File: src/icache_pkg.sv
// geometry constants, FSM encodings and the line type shared by every cache module.
`default_nettype none

package icache_pkg;

    // fetch address split: tag 31..9, index 8..3, slot 2.
    localparam int addr_w  = 32;
    localparam int tag_w   = 23;
    localparam int index_w = 6;
    localparam int sets    = 64;

    localparam int insn_w = 32;
    localparam int line_w = 64;

    // replacement age counters.
    localparam int age_w   = 3;
    localparam int age_max = 7;

    // fetch FSM states.
    localparam logic [1:0] st_idle    = 2'd0;
    localparam logic [1:0] st_lookup  = 2'd1;
    localparam logic [1:0] st_respond = 2'd2;
    localparam logic [1:0] st_refill  = 2'd3;

    // written whole on refill, read by slot on a hit.
    typedef union packed {
        logic [line_w-1:0]            dword;
        logic [1:0][insn_w-1:0]       slot;
    } icache_line_u;

endpackage

`default_nettype wire

File: src/icache_replace.sv
// age-counter replacement state and victim selection for the two cache ways.
`default_nettype none

module icache_replace (
    input  wire logic                           clk,
    input  wire logic                           rst_i,
    input  wire logic [icache_pkg::index_w-1:0] index_i,
    input  wire logic                           valid0_i,
    input  wire logic                           valid1_i,
    input  wire logic                           touch_i,
    input  wire logic                           touch_way_i,
    output logic                                victim_o
);

    // first index is the way.
    logic [icache_pkg::age_w-1:0] age_q [2][icache_pkg::sets];

    logic [icache_pkg::age_w-1:0] age0;
    logic [icache_pkg::age_w-1:0] age1;

    function automatic logic [icache_pkg::age_w-1:0] sat_inc(
        input logic [icache_pkg::age_w-1:0] age
    );
        if (age == icache_pkg::age_max) begin
            return age;
        end
        return age + 1'b1;
    endfunction

    // a touch makes one counter youngest and ages all the others.
    always_ff @(posedge clk) begin
        if (rst_i) begin
            for (int w = 0; w < 2; w++) begin
                for (int s = 0; s < icache_pkg::sets; s++) begin
                    age_q[w][s] <= '0;
                end
            end
        end else if (touch_i) begin
            for (int w = 0; w < 2; w++) begin
                for (int s = 0; s < icache_pkg::sets; s++) begin
                    if (s == int'(index_i) && w == int'(touch_way_i)) begin
                        age_q[w][s] <= '0;
                    end else begin
                        age_q[w][s] <= sat_inc(age_q[w][s]);
                    end
                end
            end
        end
    end

    assign age0 = age_q[0][index_i];
    assign age1 = age_q[1][index_i];

    // empty ways first, then the older way; ties go to way 0.
    always_comb begin
        if (!valid0_i) begin
            victim_o = 1'b0;
        end else if (!valid1_i) begin
            victim_o = 1'b1;
        end else begin
            victim_o = (age1 > age0);
        end
    end

endmodule

`default_nettype wire

File: config.mk
export PLATFORM = sky130hd
export DESIGN_NAME = icache_replace
export DESIGN_NICKNAME = d
export VERILOG_FILES = /design/src/icache_pkg.sv /design/src/icache_replace.sv
export SDC_FILE = /design/constraint.sdc
export NUM_CORES = 1
export LEC_CHECK = 0
export ABC_AREA = 1
export BUFFER_PORTS_ARGS = -buffer_cell sky130_fd_sc_hd__buf_4
export CORE_ASPECT_RATIO = 0.7
export CORE_MARGIN = 10
export CORE_UTILIZATION = 35
export DETAILED_ROUTE_END_ITERATION = 8
export SETUP_SLACK_MARGIN = 0.4
export SLEW_MARGIN = 10
export SYNTH_ARGS = -nofsm -noshare
export SYNTH_HDL_FRONTEND = slang
export SYNTH_SLANG_ARGS = --single-unit
File: constraint.sdc
create_clock -name clk -period 2.8 [get_ports clk]
set_input_delay 0.28 -clock clk [delete_from_list [all_inputs] [get_ports clk]]
set_output_delay 0.28 -clock clk [all_outputs]
set_load 0.02 [all_outputs]
==> summary.txt <==
Run status
  • Status: finished, violations left
  • Failing checks: negative setup slack

Route
  • Number of vias per cell: 4.72
  • # DRC: 0
  • Vias after detailed routing: 19400
  • Final wirelength: 64600 um
  • DRT antenna net count: 0
  • First-pass iteration count of the detailed router: 5
  • WL/cell: 15.7 um
  • DRT iter0 DRCs: 1683

Worst hold path
  • Hold Path Class: input pin to flip-flop

Synth
  • Ys Warns: 0
  • Top cell type's share of synthesized area: 0.467
  • Top cells by count, synth: nand2_1, nor2_1, inv_1
  • Avg Inst Size Synth: 7.94 um^2
  • Post-synth EDFFs: 381
  • Main synth FF type: edfxtp_1
  • Mapped Area: 24500 um^2
  • Net count after synthesis: 3356
  • Synth Register Bits: 384
  • Post-synthesis sequential area ratio: 0.470
  • Yosys cell types: 26
  • Synth area leaders: edfxtp_1, nand2_1, ha_1
  • Cell taking the most area after synthesis: edfxtp_1
  • Most common cell in the netlist: nand2_1
  • Mapped Cells: 3085
  • Share of synthesized registers carrying an async set or reset: 0

Clock tree
  • Worst-path clk slew: 60 ps
  • Worst-case clock buffer depth: 3
  • Clock sink count: 384
  • Clock Root Buffer: clkbuf_16
  • Skew-Pair Late Insertion Delay: 570 ps
  • Htree depth: 2
  • Clock buffer count from CTS: 40
  • CTS tree: done

Place
  • PortBufs: 12
  • Final HPWL DP: 48000 um
  • Cell Area, Placed: 26600 um^2
  • GPL Wtd Cong: 0.919
  • Placed insts: 4031
  • Dpl ws: -172 ps

GRT
  • GR Layer Usage met2: 0.232
  • Total congestion overflow: 0
  • Antenna violations before repair: 2
  • Met3 Track Usage GR: 0.0413
  • Largest net degree at the start of global routing: 79
  • First-pass GRT wire length: 103000 um
  • GR Util met1: 0.233
  • Top Usage Layer GRT: met1
  • Vias in the first global route: 18600
  • Total global-route track usage: 0.159

STA
  • Rel. slew slack: 0.447
  • Period minus WS final: 3070 ps
  • Max-slew violations: 0
  • FMAX: 326 MHz
  • Unrepaired setup endpoints after global routing: true
  • PnR worst setup slack: -265 ps
  • Final setup fails: 1
  • Worst-Margin Slew: 828 ps
  • Final period utilization: 1.09
  • Skew final: 12.5 ps
  • Setup TNS: -265 ps
  • Hold Fails Final Rpt: 0

Finish
  • Design area: 27900 um^2
  • Non-Filler Instances: 4109
  • Synth-to-Final Area Change: 13.9%
  • Max reg flops: 384
  • Most flops, register: age_q
  • Share of cells above drive strength 1: 0.0892
  • Largest regs: age_q (384)
  • Nets: 3438

Power and ir drop
  • Power Total: 15500 uW
  • Lkg Pwr: 0.0145 uW
  • PwrDens: 555 nW/um^2
  • Max VDD drop: 0.393 mV

Die
  • Die Wd: 336 um
  • Die Span Y: 241 um
  • DIE AREA: 81100 um^2
  • Rows: 81
  • Top Ports: 13
  • Initial core utilization: 0.352
  • Core area: 69500 um^2

Worst setup path
  • CP arrival: 2790 ps
  • Setup crit start kind: flip-flop
  • CP Capture Type: output pin
  • Crit Path Max Fanout: 3
  • CP required: 2520 ps
  • Crit path kind: flip-flop to output pin

Run
  • Maxcap violations: 0
[metal layers]
layer / vias to the layer above / part of all wire
met1: 8910 / 0.49
met4: 2 / 0.015
li1: 9835 / -
met5: - / 0.0019
met2: 581 / 0.40
met3: 72 / 0.092
[worst paths after layout]
path / slack (ps) / end / from / depth (start not counted)
max: -270 / victim_o / age_q[0][164]$_SDFFCE_PN0P_ / 16
min: 70 / age_q[0][190]$_SDFFE_PP0P_ / rst_i / 4
max reg2reg: 1260 / age_q[1][168]$_SDFFCE_PN0P_ / age_q[1][169]$_SDFFCE_PN0P_ / 4
min reg2reg: 490 / age_q[0][190]$_SDFFE_PP0P_ / age_q[0][190]$_SDFFE_PP0P_ / 2
[cell families (layout without fill, tap and decap cells)]
family / after synthesis / count (layout) / synth area share
flip-flops: 384 / 384 / 0.470
adder cells (fa/ha/maj): 259 / 259 / 0.132
AND/OR/NAND/NOR: 1707 / 1707 / 0.272
other: 0 / 1 / 0
AO/OA/AOI/OAI: 161 / 161 / 0.0336
buffers and inverters: 574 / 684 / 0.0923
[stage by stage]
| stage | utilization | hold slack [ps] |
|---|---|---|
| final | 0.401 | 69.0 |
| after global routing | 0.401 | 90.5 |
| after CTS | 0.401 | 46.8 |
| after detailed placement | 0.382 | 495 |
| after global placement | 0.382 | 488 |
| after floorplan | - | 456 |
[cells in the final DEF (no fill, tap or decap), types with 11 or more instances in the layout]
cell type,instances
clkbuf_16,41
inv_2,16
nor2_2,39
a21oi_1,67
nor2_1,491
buf_4,128
o21ai_0,74
o21ai_1,14
ha_1,257
edfxtp_1,381
buf_12,27
clkinv_1,11
inv_1,439
nand3_1,77
nand2_1,1078
[report_power, final]
group / internal [uW] / total (uW) / switching (uW)
clock: 2850 / 5220 / 2360
combinational: 1000 / 2710 / 1700
sequential: 7100 / 7560 / 460
total: 11000 / 15500 / 4520
[cell type report]
type                            count  area, um^2
Clock inverter                     21         141
Sequential cell                   384       11500
Clock buffer                       49        1060
Tap cell                          913        1140
Multi-Input combinational cell   2127       10800
Fill cell                        7112       41600
Antenna cell                        1        2.50
Timing Repair Buffer              157        1520
Inverter                          457        1720
[worst max-delay path: stages (launching register included)]
cell and delay (ps):
edfxtp_1 410, nand2_1 100, nand2_1 50, nand2_1 70, nand3_1 100, nand2_1 80
nand2_1 60, o21ai_1 150, buf_4 180, nand2_1 70, nor2_2 130, ha_4 230
a21oi_1 190, o21ai_2 80, nand2_2 130, a21boi_2 70, buf_6 130
[timing repair]
action	CTS	global route
setup buffers	5	2
hold endpoints to repair	0	0
resized for setup	15	3
endpoints found under the setup margin	1	1
pin swaps	16	5
hold buffers	0	0
Note: power is estimated with default switching activity, not from simulation.
