===== src/icache_pkg.sv =====
// geometry constants, FSM encodings and the line type shared by every cache module.
`default_nettype none

package icache_pkg;

    // fetch address split: tag 31..9, index 8..3, slot 2.
    localparam int addr_w  = 32;
    localparam int tag_w   = 23;
    localparam int index_w = 6;
    localparam int sets    = 64;

    localparam int insn_w = 32;
    localparam int line_w = 64;

    // replacement age counters.
    localparam int age_w   = 3;
    localparam int age_max = 7;

    // fetch FSM states.
    localparam logic [1:0] st_idle    = 2'd0;
    localparam logic [1:0] st_lookup  = 2'd1;
    localparam logic [1:0] st_respond = 2'd2;
    localparam logic [1:0] st_refill  = 2'd3;

    // written whole on refill, read by slot on a hit.
    typedef union packed {
        logic [line_w-1:0]            dword;
        logic [1:0][insn_w-1:0]       slot;
    } icache_line_u;

endpackage

`default_nettype wire


===== src/icache_ctrl.sv =====
// fetch FSM of the cache: hit compare, instruction select, refill request and fence sweep.
`default_nettype none

module icache_ctrl (
    input  wire logic                           clk,
    input  wire logic                           rst_i,

    input  wire logic                           inst_req_i,
    input  wire logic [icache_pkg::addr_w-1:0]  inst_addr_i,
    input  wire logic                           fence_i,
    output logic                                inst_valid_o,
    output logic      [icache_pkg::insn_w-1:0]  inst_data_o,

    output logic                                mem_req_o,
    output logic      [icache_pkg::addr_w-1:0]  mem_addr_o,
    input  wire logic                           mem_valid_i,
    input  wire logic [icache_pkg::line_w-1:0]  mem_data_i,

    output logic      [icache_pkg::index_w-1:0] index_o,
    output logic      [icache_pkg::tag_w-1:0]   fill_tag_o,
    output logic                                fill0_o,
    output logic                                fill1_o,
    output logic                                clear_o,
    input  wire logic [icache_pkg::tag_w-1:0]   tag0_i,
    input  wire logic                           valid0_i,
    input  wire logic [icache_pkg::tag_w-1:0]   tag1_i,
    input  wire logic                           valid1_i,

    output icache_pkg::icache_line_u            fill_line_o,
    input  wire icache_pkg::icache_line_u       line0_i,
    input  wire icache_pkg::icache_line_u       line1_i,

    output logic                                touch_o,
    output logic                                touch_way_o,
    input  wire logic                           victim_i
);

    logic [1:0] state_q;
    logic [1:0] state_d;

    logic [icache_pkg::tag_w-1:0]   addr_tag;
    logic [icache_pkg::index_w-1:0] addr_index;

    logic hit0;
    logic hit1;
    logic hit;
    logic compare;
    logic fill_fire;
    logic fill_wait_q;
    logic hit_way_q;
    logic sweep;

    logic [icache_pkg::index_w:0]    fence_cnt_q;
    icache_pkg::icache_line_u        hit_line;
    logic [icache_pkg::insn_w-1:0]   hit_insn;

    assign addr_tag   = inst_addr_i[icache_pkg::addr_w-1 -: icache_pkg::tag_w];
    assign addr_index = inst_addr_i[icache_pkg::addr_w-icache_pkg::tag_w-1 -: icache_pkg::index_w];

    // storage outputs belong to the index presented one cycle earlier.
    assign hit0 = valid0_i && (tag0_i == addr_tag);
    assign hit1 = valid1_i && (tag1_i == addr_tag);
    assign hit  = hit0 || hit1;

    assign hit_line = hit0 ? line0_i : line1_i;
    assign hit_insn = hit_line.slot[inst_addr_i[2]];

    // the first lookup cycle after a fill still sees the old contents.
    assign compare = (state_q == icache_pkg::st_lookup) && !fill_wait_q;

    assign fill_fire = (state_q == icache_pkg::st_refill) && mem_valid_i;

    // sweep one set per cycle, only while no fetch is in flight.
    assign sweep = fence_i && (state_q == icache_pkg::st_idle)
                   && (fence_cnt_q < icache_pkg::sets);

    always_comb begin
        state_d = state_q;
        case (state_q)
            icache_pkg::st_idle: begin
                if (inst_req_i && !fence_i) begin
                    state_d = icache_pkg::st_lookup;
                end
            end
            icache_pkg::st_lookup: begin
                if (compare) begin
                    state_d = hit ? icache_pkg::st_respond : icache_pkg::st_refill;
                end
            end
            icache_pkg::st_respond: begin
                state_d = icache_pkg::st_idle;
            end
            icache_pkg::st_refill: begin
                if (mem_valid_i) begin
                    state_d = icache_pkg::st_lookup;
                end
            end
            default: begin
                state_d = icache_pkg::st_idle;
            end
        endcase
    end

    always_ff @(posedge clk) begin
        if (rst_i) begin
            state_q     <= icache_pkg::st_idle;
            fill_wait_q <= 1'b0;
            fence_cnt_q <= '0;
        end else begin
            state_q <= state_d;
            if (fill_fire) begin
                fill_wait_q <= 1'b1;
            end else if (state_q == icache_pkg::st_lookup) begin
                fill_wait_q <= 1'b0;
            end
            if (!fence_i) begin
                fence_cnt_q <= '0;
            end else if (sweep) begin
                fence_cnt_q <= fence_cnt_q + 1'b1;
            end
        end
    end

    // response word and hit way, held for the respond cycle.
    always_ff @(posedge clk) begin
        if (compare && hit) begin
            inst_data_o <= hit_insn;
            hit_way_q   <= !hit0;
        end
    end

    assign inst_valid_o = (state_q == icache_pkg::st_respond);

    assign mem_req_o  = (state_q == icache_pkg::st_refill);
    assign mem_addr_o = {inst_addr_i[icache_pkg::addr_w-1:3], 3'b000};

    assign index_o    = sweep ? fence_cnt_q[icache_pkg::index_w-1:0] : addr_index;
    assign clear_o    = sweep;
    assign fill_tag_o = addr_tag;
    assign fill0_o    = fill_fire && !victim_i;
    assign fill1_o    = fill_fire && victim_i;

    always_comb begin
        fill_line_o.dword = mem_data_i;
    end

    // a fill and a delivered hit both count as use of the way.
    assign touch_o     = inst_valid_o || fill_fire;
    assign touch_way_o = fill_fire ? victim_i : hit_way_q;

    mem_align_a: assert property (@(posedge clk) disable iff (rst_i)
        mem_req_o |-> mem_addr_o[2:0] == 3'b000);

    // request and address stay put until memory answers.
    mem_hold_a: assert property (@(posedge clk) disable iff (rst_i)
        mem_req_o && !mem_valid_i |=> mem_req_o && $stable(mem_addr_o));

    valid_pulse_a: assert property (@(posedge clk) disable iff (rst_i)
        inst_valid_o |=> !inst_valid_o);

endmodule

`default_nettype wire


===== config.mk =====
export PLATFORM = sky130hd
export DESIGN_NAME = icache_ctrl
export DESIGN_NICKNAME = d
export VERILOG_FILES = /design/src/icache_pkg.sv /design/src/icache_ctrl.sv
export SDC_FILE = /design/constraint.sdc
export NUM_CORES = 1
export LEC_CHECK = 0
export ABC_AREA = 0
export ABC_CLOCK_PERIOD_IN_PS = 7000
export BUFFER_PORTS_ARGS = -buffer_cell sky130_fd_sc_hd__buf_2
export CAP_MARGIN = 40
export CORE_AREA = 2 2 170 172
export CTS_BUF_LIST = sky130_fd_sc_hd__clkbuf_2
export DETAILED_ROUTE_END_ITERATION = 10
export DIE_AREA = 0 0 172 174
export SLEW_MARGIN = 20
export SYNTH_ARGS = -nofsm -noshare
export SYNTH_HDL_FRONTEND = slang
export SYNTH_SLANG_ARGS = --single-unit

===== constraint.sdc =====
create_clock -name clk -period 7 [get_ports clk]
set_input_delay 0.35 -clock clk [delete_from_list [all_inputs] [get_ports clk]]
set_output_delay 0.35 -clock clk [all_outputs]
set_load 0.02 [all_outputs]

==> results of run 1 <==
-- placed cells by master, fill, tap and decap left out, types with 2 or more instances in the layout --
| cell | netlist | layout |
|---|---|---|
| and3_1 | 2 | 2 |
| a21oi_1 | 2 | 2 |
| dfxtp_1 | 10 | 10 |
| nand4_1 | 11 | 11 |
| edfxtp_1 | 33 | 33 |
| buf_2 | 0 | 309 |
| mux4_1 | 4 | 4 |
| clkbuf_2 | 0 | 5 |
| nand2_1 | 2 | 2 |
| or2_2 | 1 | 2 |
| conb_1 | 1 | 3 |
| xor2_1 | 26 | 26 |
| mux2_2 | 6 | 6 |
| nor4_1 | 6 | 6 |
| clkinv_1 | 0 | 2 |
| xnor2_1 | 25 | 25 |
| buf_4 | 119 | 3 |
| mux4_2 | 28 | 28 |
| nor2_1 | 15 | 15 |
| inv_1 | 2 | 2 |
-- layout make-up --
cell class / instances / area (um^2) / share of cell area, %
flip-flops and latches: 43 / 1190 / 24.4
well taps: 384 / 480 / 9.83
repair buffers: 312 / 1570 / 32.1
clock buffers: 5 / 25.0 / 0.512
inverters: 2 / 7.51 / 0.154
multi-input cells: 147 / 1600 / 32.7
clock inverters: 3 / 15.0 / 0.307
diodes: 1 / 2.50 / 0.0512
-- layer usage --
metal | vias to the layer above | global-route usage, % | wire length (um)
met1 | 1417 | 8.21 | 4810
met4 | 2 | 4.17 | 490
met3 | 43 | 2.50 | 1470
met2 | 215 | 17.1 | 7780
met5 | - | 0 | 17
li1 | 1411 | - | -
-- final timing paths --
check                                startpoint              to  slack (ns)  depth (start not counted)
worst min register to register      fill_wait_q      state_q[0]        0.53                          2
worst min-delay path                      rst_i     fill_wait_q        0.13                          2
worst max-delay path            inst_addr_i[28]  inst_data_o[5]        4.39                          9
worst max register to register       state_q[0]  inst_data_o[5]        5.27                          3
-- kinds of logic after synthesis --
kind of cell    share of synthesized area, %
mux                                     21.6
fa+ha+maj                              0.333
xor+xnor                                11.9
compound gates                          1.80
flops                                   31.7
buf+inv                                 26.4
other cells                           0.0998
simple gates                            6.19
-- power groups by stage --
stage | sequential (mW) | clock (mW) | combinational, mW
finish | 0.279 | 0.104 | 0.189
global route | 0.280 | 0.124 | 0.204
CTS | 0.279 | 0.117 | 0.194
detailed placement | 0.285 | 0 | 0.192
global placement | 0.285 | 0 | 0.190
floorplan | 0.284 | 0 | 0.163
-- worst max-delay path, delay by kind of cell --
family	cells	cell delay, ns
xor gates and xnor gates	1	0.16
AOI/OAI and AO/OA	1	0.36
buffers and inverters	4	1.09
and+or+nand+nor	3	0.68
-- flip-flops by register name (all words and copies together) (netlist names) --
register,flops
fill_wait_q,1
fence_cnt_q,7
state_q,2
hit_way_q,1
inst_data_o,32
-- metrics by stage --
stage               hold WS [ns]  worst slack [ns]
floorplan                  0.429              1.42
global placement           0.483              3.33
detailed placement         0.496              3.70
CTS                       0.0841              4.20
global route              0.0994              4.10
finish                     0.126              4.39
==> results.sh, run 1 <==
export IMPL_crit_fanout=34
export IMPL_synth_common_cells="buf_4, edfxtp_1, mux4_2, xor2_1, xnor2_1"
export IMPL_nFillCells=3177
export IMPL_setup_tns_ns=0
export IMPL_drive_gt1_share_pct=69.5
export IMPL_hold_viol=0
export IMPL_grt_pass1_wl_um=18700
export IMPL_grt_max_degree=35
export IMPL_p_leak_nw=2.19
export IMPL_core_area_um2=28200
export IMPL_placed_cells=888
export IMPL_cts_buffers=5
export IMPL_drtAntennaViolNets=0
export IMPL_fin_cells=897
export IMPL_p_per_area_nw_per_um2=117
export IMPL_first_pass_iters=4
export IMPL_setup_viol=0
export IMPL_fin_skew_ns=0.0110
export IMPL_antenna_found_initial=2
export IMPL_stdcell_area_um2=4890
export IMPL_cts_sinks=43
export IMPL_vias=3088
export IMPL_period_minus_slack_ns=2.61
export IMPL_cts_tree="built"
export IMPL_cp_required_ns=7.09
export IMPL_p_comb_share_pct=33.0
export IMPL_cellInternalPower_uw=396
export IMPL_slowest_delay_ns=0.43
export IMPL_start_util_pct=13.3
export IMPL_die_x_um=172
export IMPL_placed_area_um2=4840
export IMPL_slew_violations=0
export IMPL_routabilityCongestion=0.741
export IMPL_track_usage_pct=8.76
export IMPL_ys_flop_type="edfxtp_1"
export IMPL_max_slew_margin_rel_pct=49.4
export IMPL_cp_cell_sequence="buf_2, xor2_1, nor4_1, buf_2, nand4_1, or2_2, buf_4, a2111oi_2, buf_4"
export IMPL_dpl_hpwl_um=12700
export IMPL_netlist_area_um2=3760
export IMPL_wl_per_cell_um=16.2
export IMPL_worst_pin_slew_ns=0.760
export IMPL_crit_slowest_cell="buf_4"
export IMPL_final_nets=790
export IMPL_synthArstFlopShare_pct=0
export IMPL_cap_violations=0
export IMPL_htreeDepth=2
export IMPL_ys_warn_count=0
export IMPL_clk_pin_slew_ns=0.22
export IMPL_synth_largest_area_cell="edfxtp_1"
export IMPL_seqPwrFrac_pct=48.8
export IMPL_drtIter0Drc=106
export IMPL_clock_path_buffers=2
export IMPL_ctsHoldBuffers=0
export IMPL_synth_edff_count=33
export IMPL_status="completed"
export IMPL_ys_ff_latch=43
export IMPL_die_height_um=174
export IMPL_post_cts_buffers=0
export IMPL_yosysMostFrequentCell="buf_4"
export IMPL_grt_pass1_vias=3013
export IMPL_synth_top_area_share_pct=26.4
export IMPL_row_count=62
export IMPL_ys_types=35
export IMPL_utilization_pct=17.3
export IMPL_wl_um=14600
export IMPL_die_area_um2=29900
export IMPL_switching_share_pct=30.9
export IMPL_clk_latency_ns=0.40
export IMPL_ios=442
export IMPL_rsz0062_at_grt="no"
export IMPL_portBuffers=308
export IMPL_post_cts_resized=0
export IMPL_p_total_uw=572
export IMPL_synth_area_leaders="edfxtp_1, buf_4, mux4_2, xor2_1, xnor2_1"
export IMPL_root_buffer="clkbuf_2"
export IMPL_p_switching_uw=177
export IMPL_synth_area_per_cell_um2=11.8
export IMPL_ir_worst_vdd_mv=0.0473
export IMPL_fmax_mhz=383
export IMPL_period_share_pct=37.3
export IMPL_yosysSeqAreaShare_pct=31.7
export IMPL_crit_path_start_kind="primary input"
export IMPL_vias_per_cell=3.44
export IMPL_critPathKind="in -> reg"
export IMPL_worstPathArrival_ns=2.70
export IMPL_area_delta_synth_final_pct=30.0
export IMPL_clkPwrFrac_pct=18.2
export IMPL_drc=0
export IMPL_grt_overflow=0
export IMPL_hold_class="in -> reg"
export IMPL_end_kind="flop"
export IMPL_synth_cells=318
Note: power is estimated with default switching activity, not from simulation.
==> inputs of run 2 (changes only) <==
ABC_CLOCK_PERIOD_IN_PS = 2700   (was 7000)
clock period = 2.7 ns   (was 7 ns; I/O delays follow)
==> results.sh, run 2 (synthesized netlist as in run 1, its figures left out) <==
export IMPL_status="completed"
export IMPL_grt_pass1_vias=3322
export IMPL_largest_registers="inst_data_o x32, fence_cnt_q x7, state_q x2"
export IMPL_die_x_um=172
export IMPL_seqPwrFrac_pct=46.2
export IMPL_crit_fanout=33
export IMPL_start_util_pct=13.3
export IMPL_pre_cts_slack_ns=0.0353
export IMPL_p_leak_nw=2.44
export IMPL_cts_buffers=5
export IMPL_post_cts_buffers=0
export IMPL_rr_worst_depth=3
export IMPL_ios=442
export IMPL_largest_reg_flops=32
export IMPL_top_register="inst_data_o"
export IMPL_r2r_start="state_q[0]"
export IMPL_clock_path_buffers=2
export IMPL_final_common_cell="buf_2"
export IMPL_fin_skew_ns=0.0143
export IMPL_drtAntennaViolNets=0
export IMPL_nFillCells=3126
export IMPL_period_share_pct=94.8
export IMPL_cap_violations=0
export IMPL_rsz0062_at_grt="no"
export IMPL_drive_gt1_share_pct=65.1
export IMPL_antenna_found_initial=2
export IMPL_fmax_mhz=391
export IMPL_die_area_um2=29900
export IMPL_cp_cell_sequence="buf_2, xor2_1, nor4_1, clkdlybuf4s15_2, nand4_1, or2_2, buf_12, mux4_2, dlygate4sd3_1"
export IMPL_wl_um=17600
export IMPL_dpl_hpwl_um=15300
export IMPL_slowest_delay_ns=0.59
export IMPL_max_slew_margin_rel_pct=48.8
export IMPL_portBuffers=308
export IMPL_first_pass_iters=4
export IMPL_grt_pass1_wl_um=21800
export IMPL_worstReg2RegEnd="inst_data_o[13]"
export IMPL_final_cell_mix="buf_2, dlygate4sd3_1, edfxtp_1"
export IMPL_post_cts_resized=0
export IMPL_root_buffer="clkbuf_2"
export IMPL_clkPwrFrac_pct=17.1
export IMPL_vias=3312
export IMPL_track_usage_pct=10.6
export IMPL_period_minus_slack_ns=2.56
export IMPL_p_per_area_nw_per_um2=288
export IMPL_p_switching_uw=478
export IMPL_p_total_mw=1.57
export IMPL_ir_worst_vdd_mv=0.0932
export IMPL_hold_slack_ns=0.0626
export IMPL_htreeDepth=2
export IMPL_startpoint="inst_addr_i[23]"
export IMPL_grt_overflow=0
export IMPL_routabilityCongestion=0.760
export IMPL_critPathKind="in -> reg"
export IMPL_core_area_um2=28200
export IMPL_clk_latency_ns=0.45
export IMPL_cellInternalPower_mw=1.09
export IMPL_drc=0
export IMPL_drtIter0Drc=121
export IMPL_p_comb_share_pct=36.7
export IMPL_cts_tree="built"
export IMPL_hold_class="in -> reg"
export IMPL_grt_max_degree=34
export IMPL_worstHoldPathCells=2
export IMPL_switching_share_pct=30.5
export IMPL_cp_required_ns=2.92
export IMPL_final_setup_worst_slack_ns=0.142
export IMPL_cts_sinks=43
export IMPL_area_delta_synth_final_pct=44.8
export IMPL_die_height_um=174
export IMPL_crit_end="inst_data_o[19]"
export IMPL_crit_slowest_cell="dlygate4sd3_1"
export IMPL_worst_pin_slew_ns=0.768
export IMPL_crit_path_start_kind="primary input"
export IMPL_vias_per_cell=3.49
export IMPL_hold_viol=0
export IMPL_worstPathArrival_ns=2.78
export IMPL_row_count=62
export IMPL_r2r_slack_ns=1.04
export IMPL_slew_violations=0
export IMPL_clk_pin_slew_ns=0.21
export IMPL_wl_per_cell_um=18.5
export IMPL_end_kind="flop"
export IMPL_setup_viol=0
export IMPL_final_nets=845
[run 2: cell types whose count changed in the layout (fill, tap and decap cells not counted)]
cell | before | now
dlygate4sd3_1 | 0 | 43
buf_4 | 3 | 12
buf_12 | 0 | 2
clkinv_1 | 2 | 0
a2111oi_2 | 1 | 0
a2111oi_4 | 0 | 1
buf_2 | 309 | 308
clkbuf_2 | 5 | 6
clkdlybuf4s15_2 | 0 | 1
clkdlybuf4s18_2 | 0 | 1
clkinvlp_4 | 1 | 0
[run 2: worst min-delay path by stage]
| stage | from | end | slack [ns] |
|---|---|---|---|
| floorplan | rst_i | fill_wait_q | 0.21 |
| global placement | mem_data_i[11] | fill_line_o[11] | 0.27 |
| detailed placement | mem_data_i[11] | fill_line_o[11] | 0.27 |
| CTS | line1_i[63] | inst_data_o[31] | 0.001 |
| global route | line1_i[20] | inst_data_o[20] | -0.008 |
| finish | line0_i[39] | inst_data_o[7] | 0.06 |
[run 2: layer usage]
layer / GRT usage, % / share of wire [%]
met5: 0 / 0.068
met2: 22.0 / 57
met3: 3.78 / 12
met1: 8.54 / 29
met4: 4.59 / 2.7
[run 2: final cells by class]
class	count	area, um^2	area share, %
Antenna cell	1	2.50	0.0460
Clock buffer	6	30.0	0.552
Inverter	2	7.51	0.138
Multi-Input combinational cell	147	1610	29.6
Sequential cell	43	1190	21.9
Tap cell	384	480	8.83
Timing Repair Buffer	367	2120	39.0
[run 2: per-stage QoR]
step           TNS, ns  utilization [%]  instance area [um^2]  std cells
2_1_floorplan    -5.16                -                  3780        320
3_3_place_gp    -11.02             17.6                  4960        898
3_5_place_dp         0             17.6                  4980        900
4_1_cts              0             18.1                  5120        917
5_1_grt              0             19.3                  5440        950
6_report             0             19.3                  5440        950
[run 2: timing repair]
| item | CTS | global route |
|---|---|---|
| setup endpoints to repair | 0 | 0 |
| hold buffers | 11 | 32 |
| hold endpoints to repair | 7 | 19 |
[run 2: power groups by stage]
stage	Combinational, mW	Sequential, mW	Clock [mW]
floorplan	0.424	0.735	0
global placement	0.518	0.739	0
detailed placement	0.528	0.739	0
CTS	0.546	0.725	0.295
global route	0.621	0.727	0.321
finish	0.575	0.725	0.268
[run 2: worst max-delay path: cells and delay by family]
| family | cells | cell delay, ns |
|---|---|---|
| buf+inv | 4 | 1.20 |
| simple gates | 3 | 0.78 |
| mux | 1 | 0.46 |
| xor+xnor | 1 | 0.14 |
==> inputs of run 3 (changes only) <==
RECOVER_POWER = 50   (was default)
==> results.sh, run 3 (synthesized netlist as in run 1, its figures left out) <==
export IMPL_core_area_um2=28200
export IMPL_cap_violations=0
export IMPL_p_total_mw=1.56
export IMPL_largest_reg_flops=32
export IMPL_row_count=62
export IMPL_die_x_um=172
export IMPL_dr_wl_met3_um=2010
export IMPL_vias=3327
export IMPL_fin_skew_ns=0.0132
export IMPL_nFillCells=3156
export IMPL_hold_class="in -> reg"
export IMPL_hold_slack_ns=0.0657
export IMPL_first_pass_iters=4
export IMPL_antenna_found_initial=2
export IMPL_rr_worst_depth=3
export IMPL_vias_per_cell=3.50
export IMPL_wl_um=17500
export IMPL_max_slew_margin_rel_pct=48.9
export IMPL_startpoint="inst_addr_i[23]"
export IMPL_post_cts_resized=0
export IMPL_pre_cts_slack_ns=0.0353
export IMPL_start_util_pct=13.3
export IMPL_p_leak_nw=2.29
export IMPL_fmax_mhz=390
export IMPL_critPathKind="in -> reg"
export IMPL_met2_length_um=9970
export IMPL_htreeDepth=2
export IMPL_ir_worst_vdd_mv=0.0937
export IMPL_portBuffers=308
export IMPL_setup_tns_ns=0
export IMPL_r2r_start="state_q[0]"
export IMPL_grt_pass1_vias=3322
export IMPL_die_area_um2=29900
export IMPL_drc=0
export IMPL_setup_viol=0
export IMPL_cts_tree="built"
export IMPL_cts_buffers=5
export IMPL_cts_sinks=43
export IMPL_grt_overflow=0
export IMPL_crit_fanout=33
export IMPL_worstReg2RegEnd="inst_data_o[13]"
export IMPL_cp_required_ns=2.92
export IMPL_wl_per_cell_um=18.5
export IMPL_crit_end="inst_data_o[19]"
export IMPL_routabilityCongestion=0.760
export IMPL_clock_path_buffers=2
export IMPL_track_usage_pct=10.6
export IMPL_end_kind="flop"
export IMPL_drive_gt1_share_pct=55.9
export IMPL_drtAntennaViolNets=0
export IMPL_p_per_area_nw_per_um2=290
export IMPL_period_share_pct=94.9
export IMPL_r2r_slack_ns=1.03
export IMPL_grt_pass1_wl_um=21800
export IMPL_clk_latency_ns=0.45
export IMPL_seq_area_um2=1190
export IMPL_period_minus_slack_ns=2.56
export IMPL_die_height_um=174
export IMPL_fin_cells=950
export IMPL_placed_cells=900
export IMPL_hold_viol=0
export IMPL_root_buffer="clkbuf_2"
export IMPL_dpl_hpwl_um=15300
export IMPL_clk_pin_slew_ns=0.21
export IMPL_route_top_layer_used="met5"
export IMPL_slew_violations=0
export IMPL_top_register="inst_data_o"
export IMPL_rsz0062_at_grt="no"
export IMPL_largest_registers="inst_data_o x32, fence_cnt_q x7, state_q x2"
export IMPL_worst_pin_slew_ns=0.767
export IMPL_multi_input_area_um2=1610
export IMPL_final_setup_worst_slack_ns=0.138
export IMPL_worstPathArrival_ns=2.78
export IMPL_final_common_cell="buf_2"
export IMPL_status="completed"
export IMPL_final_nets=845
export IMPL_drtIter0Drc=130
export IMPL_grt_max_degree=34
export IMPL_wl_met1_um=5060
export IMPL_crit_path_start_kind="primary input"
export IMPL_area_delta_synth_final_pct=43.0
export IMPL_final_cell_mix="buf_2, clkbuf_1, dlygate4sd3_1"
export IMPL_ios=442
==> run 3: cell types whose count changed in the layout (fill, tap and decap cells not counted) <==
| cell | previous run | this run |
|---|---|---|
| buf_4 | 12 | 10 |
| clkbuf_1 | 0 | 52 |
| buf_2 | 308 | 258 |
==> run 3: power breakdown <==
| group | switching (mW) | total, mW | internal (mW) |
|---|---|---|---|
| Sequential | 0.00726 | 0.725 | 0.718 |
| Combinational | 0.262 | 0.564 | 0.301 |
| Clock | 0.211 | 0.269 | 0.0582 |
| Total | 0.481 | 1.56 | 1.08 |
==> run 3: what timing repair did <==
item                       4_1_cts  5_1_grt
setup endpoints to repair        0        0
setup buffers                    0        0
hold endpoints to repair         7       19
hold buffers                    11       32
==> run 3: layer usage <==
layer	vias to the layer above	GRT usage (%)
met4	2	4.59
met3	31	3.78
met1	1532	8.54
li1	1519	-
met5	-	0
met2	243	22.0
==> run 3: layout make-up <==
| class | instances | area share, % |
|---|---|---|
| antenna | 1 | 0.0466 |
| multi-input combinational | 147 | 29.9 |
| inverter | 2 | 0.140 |
| clock buffer | 6 | 0.559 |
| tap | 384 | 8.94 |
| sequential | 43 | 22.2 |
| timing repair buffer | 367 | 38.2 |
==> run 3: worst min-delay path by stage <==
stage               cells after the start         endpoint            from  slack [ns]
global route                            2  inst_data_o[20]     line1_i[20]      -0.008
finish                                  2   inst_data_o[7]     line0_i[39]        0.07
global placement                        0  fill_line_o[11]  mem_data_i[11]        0.27
CTS                                     2  inst_data_o[31]     line1_i[63]       0.001
detailed placement                      0  fill_line_o[11]  mem_data_i[11]        0.27
floorplan                               1      fill_wait_q           rst_i        0.21
==> run 3: stage by stage <==
step / instance area [um^2] / util [%]
2_1_floorplan: 3780 / -
5_1_grt: 5370 / 19.0
4_1_cts: 5120 / 18.1
3_5_place_dp: 4980 / 17.6
6_report: 5370 / 19.0
3_3_place_gp: 4960 / 17.6
==> run 3: worst max-delay path, stage by stage <==
cell,delay (ns)
buf_2,0.14
xor2_1,0.14
nor4_1,0.30
clkdlybuf4s15_2,0.28
nand4_1,0.12
or2_2,0.36
buf_12,0.19
mux4_2,0.46
dlygate4sd3_1,0.59
